$ cat src/include/ps2_keypad_defines.svh
`ifndef PS2_KEYPAD_DEFINES_SVH
`define PS2_KEYPAD_DEFINES_SVH

//////////////////////////////////////////////////////////////////////
// Line filter
//////////////////////////////////////////////////////////////////////

// System clock cycles per filter sample tick
`define PS2_SAMPLE_DIV 4
// Equal samples in a row before a filtered line may change
`define PS2_FILTER_LEN 8

//////////////////////////////////////////////////////////////////////
// Frame receiver and decoder
//////////////////////////////////////////////////////////////////////

// Sample ticks without a clock fall before a partial frame is dropped
`define PS2_BIT_TIMEOUT 1024

`define PS2_CODE_BREAK 8'hF0
`define PS2_CODE_EXT 8'hE0
`define KEY_UNKNOWN 5'd31

`endif

$ cat src/logic/ps2_keypad_pkg.sv
package ps2_keypad_pkg;

    //////////////////////////////////////////////////////////////////////
    // Data types
    //////////////////////////////////////////////////////////////////////

    // One byte as it arrives from the keyboard
    typedef logic [7:0] scan_code_t;

    // Decoded key number
    // 0-9 digits, 10-15 hex letters A-F, 16 Enter, 17 Backspace, 18 Tab, 31 unknown
    typedef logic [4:0] key_index_t;

    //////////////////////////////////////////////////////////////////////
    // State machines
    //////////////////////////////////////////////////////////////////////

    // Frame receiver
    typedef enum logic [1:0] {
        RX_IDLE,
        RX_SHIFT,
        RX_CHECK
    } rx_state_t;

    // Prefix tracking in the key decoder
    typedef enum logic [1:0] {
        DEC_NORMAL,
        DEC_BREAK,
        DEC_EXT,
        DEC_EXT_BREAK
    } dec_state_t;

endpackage

$ cat src/logic/ps2_frame_receiver.sv
`include "ps2_keypad_defines.svh"

module ps2_frame_receiver
    import ps2_keypad_pkg::*;
(
    input  logic       clk,
    input  logic       rstn,
    input  logic       ps2_clk_f,
    input  logic       ps2_data_f,
    output scan_code_t code,
    output logic       code_valid,
    output logic       frame_error
);

    localparam int FRAME_BITS = 11;
    localparam int DIV_W = $clog2(`PS2_SAMPLE_DIV);
    localparam int IDLE_W = $clog2(`PS2_BIT_TIMEOUT);

    rx_state_t state;

    logic ps2_clk_q;
    logic clk_fall;
    logic [3:0] bit_cnt;
    logic [FRAME_BITS-1:0] frame_q;

    logic [DIV_W-1:0] div_cnt;
    logic tick;
    logic [IDLE_W-1:0] idle_cnt;
    logic timeout;

    logic start_ok;
    logic parity_ok;
    logic stop_ok;
    logic frame_ok;

    //////////////////////////////////////////////////////////////////////
    // Clock fall detection
    //////////////////////////////////////////////////////////////////////

    always_ff @(posedge clk or negedge rstn) begin
        if (!rstn) begin
            ps2_clk_q <= 1'b1;
        end else begin
            ps2_clk_q <= ps2_clk_f;
        end
    end

    assign clk_fall = ps2_clk_q & ~ps2_clk_f;

    //////////////////////////////////////////////////////////////////////
    // Frame state machine
    //////////////////////////////////////////////////////////////////////

    always_ff @(posedge clk or negedge rstn) begin
        if (!rstn) begin
            state <= RX_IDLE;
            bit_cnt <= '0;
        end else begin
            case (state)
                RX_IDLE: begin
                    if (clk_fall) begin
                        state <= RX_SHIFT;
                        bit_cnt <= 4'd1;
                    end
                end
                RX_SHIFT: begin
                    if (clk_fall) begin
                        bit_cnt <= bit_cnt + 4'd1;
                        if (bit_cnt == 4'(FRAME_BITS - 1)) begin
                            state <= RX_CHECK;
                        end
                    end else if (timeout) begin
                        state <= RX_IDLE;
                    end
                end
                RX_CHECK: begin
                    state <= RX_IDLE;
                end
                default: begin
                    state <= RX_IDLE;
                end
            endcase
        end
    end

    // Bits arrive LSB first, so the start bit ends up in bit 0
    always_ff @(posedge clk) begin
        if (clk_fall && state != RX_CHECK) begin
            frame_q <= {ps2_data_f, frame_q[FRAME_BITS-1:1]};
        end
    end

    //////////////////////////////////////////////////////////////////////
    // Bit timeout
    //////////////////////////////////////////////////////////////////////

    always_ff @(posedge clk or negedge rstn) begin
        if (!rstn) begin
            div_cnt <= '0;
        end else if (tick) begin
            div_cnt <= '0;
        end else begin
            div_cnt <= div_cnt + 1'b1;
        end
    end

    assign tick = (div_cnt == DIV_W'(`PS2_SAMPLE_DIV - 1));

    always_ff @(posedge clk or negedge rstn) begin
        if (!rstn) begin
            idle_cnt <= '0;
        end else if (state != RX_SHIFT || clk_fall) begin
            idle_cnt <= '0;
        end else if (tick) begin
            idle_cnt <= idle_cnt + 1'b1;
        end
    end

    assign timeout = tick && (idle_cnt == IDLE_W'(`PS2_BIT_TIMEOUT - 1));

    //////////////////////////////////////////////////////////////////////
    // Frame checks and outputs
    //////////////////////////////////////////////////////////////////////

    assign start_ok = ~frame_q[0];
    // Odd parity covers the eight data bits and the parity bit
    assign parity_ok = ^frame_q[9:1];
    assign stop_ok = frame_q[10];
    assign frame_ok = start_ok & parity_ok & stop_ok;

    assign code = frame_q[8:1];
    assign code_valid = (state == RX_CHECK) && frame_ok;
    assign frame_error = (state == RX_CHECK) && !frame_ok;

    assert property (@(posedge clk) disable iff (!rstn) !(code_valid && frame_error))
    else $error("ps2_frame_receiver: code_valid and frame_error both high");

endmodule

$ cat src/logic/ps2_key_decoder.sv
`include "ps2_keypad_defines.svh"

module ps2_key_decoder
    import ps2_keypad_pkg::*;
(
    input  logic       clk,
    input  logic       rstn,
    input  scan_code_t code,
    input  logic       code_valid,
    output key_index_t key_index,
    output logic       key_valid,
    output logic       key_release
);

    dec_state_t state;
    dec_state_t state_nxt;
    logic emit_key;

    // Scan code set 2 make codes of the keys this pad knows about
    function automatic key_index_t lookup_key(input scan_code_t sc);
        key_index_t idx;
        case (sc)
            8'h45: idx = 5'd0;
            8'h16: idx = 5'd1;
            8'h1E: idx = 5'd2;
            8'h26: idx = 5'd3;
            8'h25: idx = 5'd4;
            8'h2E: idx = 5'd5;
            8'h36: idx = 5'd6;
            8'h3D: idx = 5'd7;
            8'h3E: idx = 5'd8;
            8'h46: idx = 5'd9;
            8'h1C: idx = 5'd10;
            8'h32: idx = 5'd11;
            8'h21: idx = 5'd12;
            8'h23: idx = 5'd13;
            8'h24: idx = 5'd14;
            8'h2B: idx = 5'd15;
            8'h5A: idx = 5'd16;
            8'h66: idx = 5'd17;
            8'h0D: idx = 5'd18;
            default: idx = `KEY_UNKNOWN;
        endcase
        return idx;
    endfunction

    //////////////////////////////////////////////////////////////////////
    // Prefix tracking
    //////////////////////////////////////////////////////////////////////

    always_comb begin
        state_nxt = state;
        emit_key = 1'b0;
        if (code_valid) begin
            if (code == `PS2_CODE_EXT) begin
                state_nxt = DEC_EXT;
            end else if (code == `PS2_CODE_BREAK) begin
                if (state == DEC_EXT || state == DEC_EXT_BREAK) begin
                    state_nxt = DEC_EXT_BREAK;
                end else begin
                    state_nxt = DEC_BREAK;
                end
            end else begin
                // Extended keys are swallowed here, press and release alike
                state_nxt = DEC_NORMAL;
                emit_key = (state == DEC_NORMAL) || (state == DEC_BREAK);
            end
        end
    end

    always_ff @(posedge clk or negedge rstn) begin
        if (!rstn) begin
            state <= DEC_NORMAL;
        end else begin
            state <= state_nxt;
        end
    end

    //////////////////////////////////////////////////////////////////////
    // Key event
    //////////////////////////////////////////////////////////////////////

    always_ff @(posedge clk or negedge rstn) begin
        if (!rstn) begin
            key_valid <= 1'b0;
            key_index <= `KEY_UNKNOWN;
            key_release <= 1'b0;
        end else begin
            key_valid <= emit_key;
            if (emit_key) begin
                key_index <= lookup_key(code);
                key_release <= (state == DEC_BREAK);
            end
        end
    end

    // Every key event is the answer to a byte from the receiver one cycle earlier
    assert property (@(posedge clk) disable iff (!rstn) key_valid |-> $past(code_valid))
    else $error("ps2_key_decoder: key_valid without a preceding code_valid");

endmodule

$ cat src/logic/ps2_keypad_top.sv
module ps2_keypad_top
    import ps2_keypad_pkg::*;
(
    input  logic       clk,
    input  logic       rstn,
    input  logic       ps2_clk,
    input  logic       ps2_data,
    output key_index_t key_index,
    output logic       key_valid,
    output logic       key_release,
    output logic       frame_error
);

    logic ps2_clk_f;
    logic ps2_data_f;
    scan_code_t code;
    logic code_valid;

    ps2_line_filter u_filter (
        .clk        (clk),
        .rstn       (rstn),
        .ps2_clk    (ps2_clk),
        .ps2_data   (ps2_data),
        .ps2_clk_f  (ps2_clk_f),
        .ps2_data_f (ps2_data_f)
    );

    ps2_frame_receiver u_receiver (
        .clk         (clk),
        .rstn        (rstn),
        .ps2_clk_f   (ps2_clk_f),
        .ps2_data_f  (ps2_data_f),
        .code        (code),
        .code_valid  (code_valid),
        .frame_error (frame_error)
    );

    ps2_key_decoder u_decoder (
        .clk         (clk),
        .rstn        (rstn),
        .code        (code),
        .code_valid  (code_valid),
        .key_index   (key_index),
        .key_valid   (key_valid),
        .key_release (key_release)
    );

endmodule

$ cat src/logic/ps2_line_filter.sv
`include "ps2_keypad_defines.svh"

module ps2_line_filter (
    input  logic clk,
    input  logic rstn,
    input  logic ps2_clk,
    input  logic ps2_data,
    output logic ps2_clk_f,
    output logic ps2_data_f
);

    localparam int DIV_W = $clog2(`PS2_SAMPLE_DIV);
    localparam int FLT_LEN = `PS2_FILTER_LEN;

    logic [DIV_W-1:0] div_cnt;
    logic sample_tick;

    // Index 0 is the clock line, index 1 the data line
    logic [1:0] raw_line;
    logic [1:0] line_f;
    logic [1:0][FLT_LEN-1:0] line_hist;

    //////////////////////////////////////////////////////////////////////
    // Sample tick
    //////////////////////////////////////////////////////////////////////

    always_ff @(posedge clk or negedge rstn) begin
        if (!rstn) begin
            div_cnt <= '0;
        end else if (sample_tick) begin
            div_cnt <= '0;
        end else begin
            div_cnt <= div_cnt + 1'b1;
        end
    end

    assign sample_tick = (div_cnt == DIV_W'(`PS2_SAMPLE_DIV - 1));

    //////////////////////////////////////////////////////////////////////
    // Glitch filters
    //////////////////////////////////////////////////////////////////////

    assign raw_line = {ps2_data, ps2_clk};

    // The history starts full of ones so the idle bus does not look like a change.
    // The output follows the history from the previous tick, which gives
    // a lag of FLT_LEN to FLT_LEN+1 ticks
    always_ff @(posedge clk or negedge rstn) begin
        if (!rstn) begin
            line_hist <= '1;
            line_f <= 2'b11;
        end else if (sample_tick) begin
            for (int i = 0; i < 2; i++) begin
                line_hist[i] <= {raw_line[i], line_hist[i][FLT_LEN-1:1]};
                if (&line_hist[i]) begin
                    line_f[i] <= 1'b1;
                end else if (~|line_hist[i]) begin
                    line_f[i] <= 1'b0;
                end
            end
        end
    end

    assign ps2_clk_f = line_f[0];
    assign ps2_data_f = line_f[1];

    // A filtered level may only move at the edge that carries a sample tick
    assert property (@(posedge clk) disable iff (!rstn)
        $changed({ps2_data_f, ps2_clk_f}) |-> $past(sample_tick))
    else $error("ps2_line_filter: filtered line changed outside a sample tick");

endmodule

$ cat config.mk
export PLATFORM = sky130hd
export DESIGN_NAME = ps2_keypad_top
export DESIGN_NICKNAME = d
export VERILOG_FILES = /design/src/logic/ps2_keypad_pkg.sv /design/src/logic/ps2_frame_receiver.sv /design/src/logic/ps2_key_decoder.sv /design/src/logic/ps2_keypad_top.sv /design/src/logic/ps2_line_filter.sv
export VERILOG_INCLUDE_DIRS = /design/src /design/src/include
export SDC_FILE = /design/constraint.sdc
export NUM_CORES = 1
export LEC_CHECK = 0
export ABC_AREA = 0
export BUFFER_PORTS_ARGS = -buffer_cell sky130_fd_sc_hd__clkbuf_2
export CAP_MARGIN = 20
export CORE_UTILIZATION = 25
export DETAILED_ROUTE_END_ITERATION = 8
export GPL_ROUTABILITY_DRIVEN = 0
export PLACE_DENSITY = 0.41
export SYNTH_ARGS = -nofsm -noshare
export SYNTH_HDL_FRONTEND = slang
export SYNTH_SLANG_ARGS = --single-unit
$ cat constraint.sdc
create_clock -name clk -period 2.2 [get_ports clk]
set_clock_uncertainty 0.2 [all_clocks]
set_input_delay 0.44 -clock clk [delete_from_list [all_inputs] [get_ports clk]]
set_output_delay 0.44 -clock clk [all_outputs]
set_load 0.05 [all_outputs]
==> impl_metrics.json <==
{
  "final.setup.worst_slack_ns": -0.399,
  "place_area_sq_um": 3410,
  "r2r_cells": 10,
  "tightest_slew_ns": 0.435,
  "crit_arrival_ns": 1.96,
  "synth.top_cell.area_share": 0.213,
  "syn-num-nets": 281,
  "cts_root_buf": "clkbuf_16",
  "hp-class": "input pin to register",
  "vias_per_cell": 4.50,
  "finalCritPeriodShare": 1.18,
  "cts_tree": "built",
  "crit_type": "register to output pin",
  "power_density_nw_per_um2": 693,
  "crit_start": "u_receiver.frame_q[1]",
  "hp-start": "ps2_clk",
  "ir_drop_uv": 327,
  "met1_length_mm": 2.75,
  "num-nets-final": 331,
  "diodes": 0,
  "io_buffers": 11,
  "clk_latency_ns": 0.32,
  "first_global_vias": 2131,
  "met2_length_mm": 2.63,
  "coreArea_sq_um": 11500,
  "yosys_warnings": 0,
  "synth_cells": 257,
  "netlist_area_sq_um": 2960,
  "n_fill_cell": 1142,
  "vias": 2047,
  "clkTransAtPathRegs_ns": 0.05,
  "violations": "negative setup slack",
  "required_ns": 1.56,
  "io_pins": 12,
  "grt_max_degree": 49,
  "finalPower_uw": 2630,
  "status": "finished with violations",
  "initial_utilization": 0.258,
  "die_y_microns": 111,
  "synth-edff-count": 11,
  "die_area_sq_um": 12300,
  "wl_mm": 5.70,
  "grt_setup_unrepaired": "yes",
  "start_kind": "register",
  "max_freq_ghz": 0.385,
  "hold_viol_final": 0,
  "report.final.slew_viol_count": 0,
  "async_reset_ff_frac": 0.814,
  "numClockSinks": 59,
  "synth_area_leaders": "dfstp_2 (21%), dfrtp_1 (20%), edfxtp_1 (11%)",
  "drc": 0,
  "slew_headroom": 0.709,
  "htree_levels": 3,
  "grtUsageTotal": 0.102,
  "top_layer_used": "met4",
  "fin_area_sq_um": 3800,
  "grt_overflow": 0,
  "post-synth-top-count-cell": "nor2_1",
  "maxCapViolCount": 0,
  "hold_end": "u_filter.line_hist[7]",
  "drive_gt1_frac": 0.372,
  "ys_seq_elements": 59,
  "antenna_found_initial": 0,
  "synth_area_per_cell_sq_um": 11.5,
  "p_leak_uw": 0.00159,
  "final_antenna_net_count": 0,
  "die_w_microns": 111,
  "ctsLongestPathBuffers": 2,
  "drt_iter0_drc": 114,
  "dr_wl_met3_microns": 217,
  "r2r_start": "u_receiver.frame_q[1]",
  "cp_max_fo": 2,
  "firstDrtPassIters": 4,
  "synthTopCellsByCount": "nor2_1 (28), nand2_1 (27), dfrtp_1 (24), dfstp_2 (24), ha_1 (20)",
  "row_count": 39,
  "worstSetupEndpointType": "output pin",
  "ys_seq_area_frac": 0.528,
  "area_growth_syn_to_layout_pct": 28.3,
  "cts_made_buffers": 9,
  "grt_first_pass_wirelength_mm": 9.94,
  "wl_per_cell_microns": 12.5,
  "ys_types": 47,
  "r2r-end": "u_decoder.key_index[1]",
  "layout_min_cycle_time_ns": 2.60,
  "hpwl_mm": 4.00,
  "setup_viol": 9,
  "ys.flop_type": "dfstp_2",
  "hold_ws_ns": 0.156,
  "reg2reg_slack_ns": -0.28,
  "hold_depth": 2,
  "yosysTopAreaCell": "dfstp_2"
}
[worst max path at each step]
stage / to / cells after the start / slack, ns
after floorplan: frame_error / 6 / -0.13
after global placement: frame_error / 7 / -0.11
after detailed placement: frame_error / 7 / -0.14
after CTS: frame_error / 7 / -0.42
after global routing: frame_error / 7 / -0.49
final: frame_error / 7 / -0.40
[routing by layer]
layer / GRT usage / vias up
met5: 0 / -
met4: 0.0400 / 0
met3: 0.0361 / 10
met2: 0.159 / 34
met1: 0.130 / 990
li1: - / 1013
[what timing repair did]
action | in CTS | in global routing
gates resized for setup | 10 | 2
setup buffers | 5 | 1
hold endpoints to repair | 24 | 0
setup endpoints to repair | 8 | 10
hold buffers | 1 | 0
pin swaps | 2 | 0
[cell type report]
class / instances / area (sq um) / share of cell area
multi-input combinational: 180 / 1350 / 0.355
tap: 143 / 179 / 0.0471
clock inverter: 6 / 62.6 / 0.0165
inverter: 10 / 37.5 / 0.00989
timing repair buffer: 47 / 370 / 0.0976
clock buffer: 10 / 239 / 0.0630
sequential: 59 / 1560 / 0.411
[where the power goes]
group	internal [uW]	total, uW	switching, uW
logic	33.4	74.5	41.2
registers	1140	1160	16.8
clock network	906	1390	488
total	2080	2630	546
[flip-flops by register name (all words and copies together), names as in the netlist]
| name | flops |
|---|---|
| u_decoder.key_index | 5 |
| u_decoder.state | 2 |
| u_receiver.idle_cnt | 10 |
| u_decoder.key_valid | 1 |
| u_filter.div_cnt | 2 |
| u_receiver.div_cnt | 2 |
| u_filter.line_f | 2 |
| u_receiver.frame_q | 11 |
| u_receiver.ps2_clk_q | 1 |
| u_filter.line_hist | 16 |
| u_decoder.key_release | 1 |
| u_receiver.state | 2 |
| u_receiver.bit_cnt | 4 |
[stage by stage]
stage                     setup TNS [ns]  setup WS (ns)  std cells  utilization
after floorplan                   -0.201         -0.127        257            -
after global placement            -0.313         -0.105        433        0.297
after detailed placement          -0.411         -0.143        433        0.297
after CTS                          -2.03         -0.422        455        0.331
after global routing               -3.06         -0.486        455        0.331
final                              -1.97         -0.399        455        0.331
[placed cells by master, fill, tap and decap left out, types with 5 or more instances in the layout]
| cell type | count |
|---|---|
| nand4_1 | 7 |
| clkbuf_16 | 9 |
| inv_1 | 7 |
| buf_4 | 30 |
| nor2_1 | 26 |
| nor3_1 | 6 |
| mux2_2 | 15 |
| xor2_1 | 7 |
| edfxtp_1 | 11 |
| a21oi_1 | 7 |
| ha_1 | 19 |
| nand2_1 | 27 |
| o21ai_0 | 8 |
| dfstp_2 | 24 |
| a22oi_1 | 5 |
| clkbuf_2 | 10 |
| dfrtp_1 | 24 |
[critical path: stages, from the launching register on]
cell and delay [ns]:
edfxtp_1 0.36, inv_2 0.06, ha_4 0.25, xnor3_2 0.45
xnor2_4 0.19, nor2_2 0.06, nor2_4 0.12, buf_12 0.14
[logic make-up after synthesis]
group | count (synthesis) | share of synthesized area
AND/OR/NAND/NOR | 93 | 0.152
XOR/XNOR | 12 | 0.0533
AO/OA/AOI/OAI | 37 | 0.0850
flip-flops | 59 | 0.528
adder cells (fa/ha/maj) | 20 | 0.0846
multiplexers | 18 | 0.0681
buffers and inverters | 18 | 0.0292
Power figures use the tool's default switching activity.
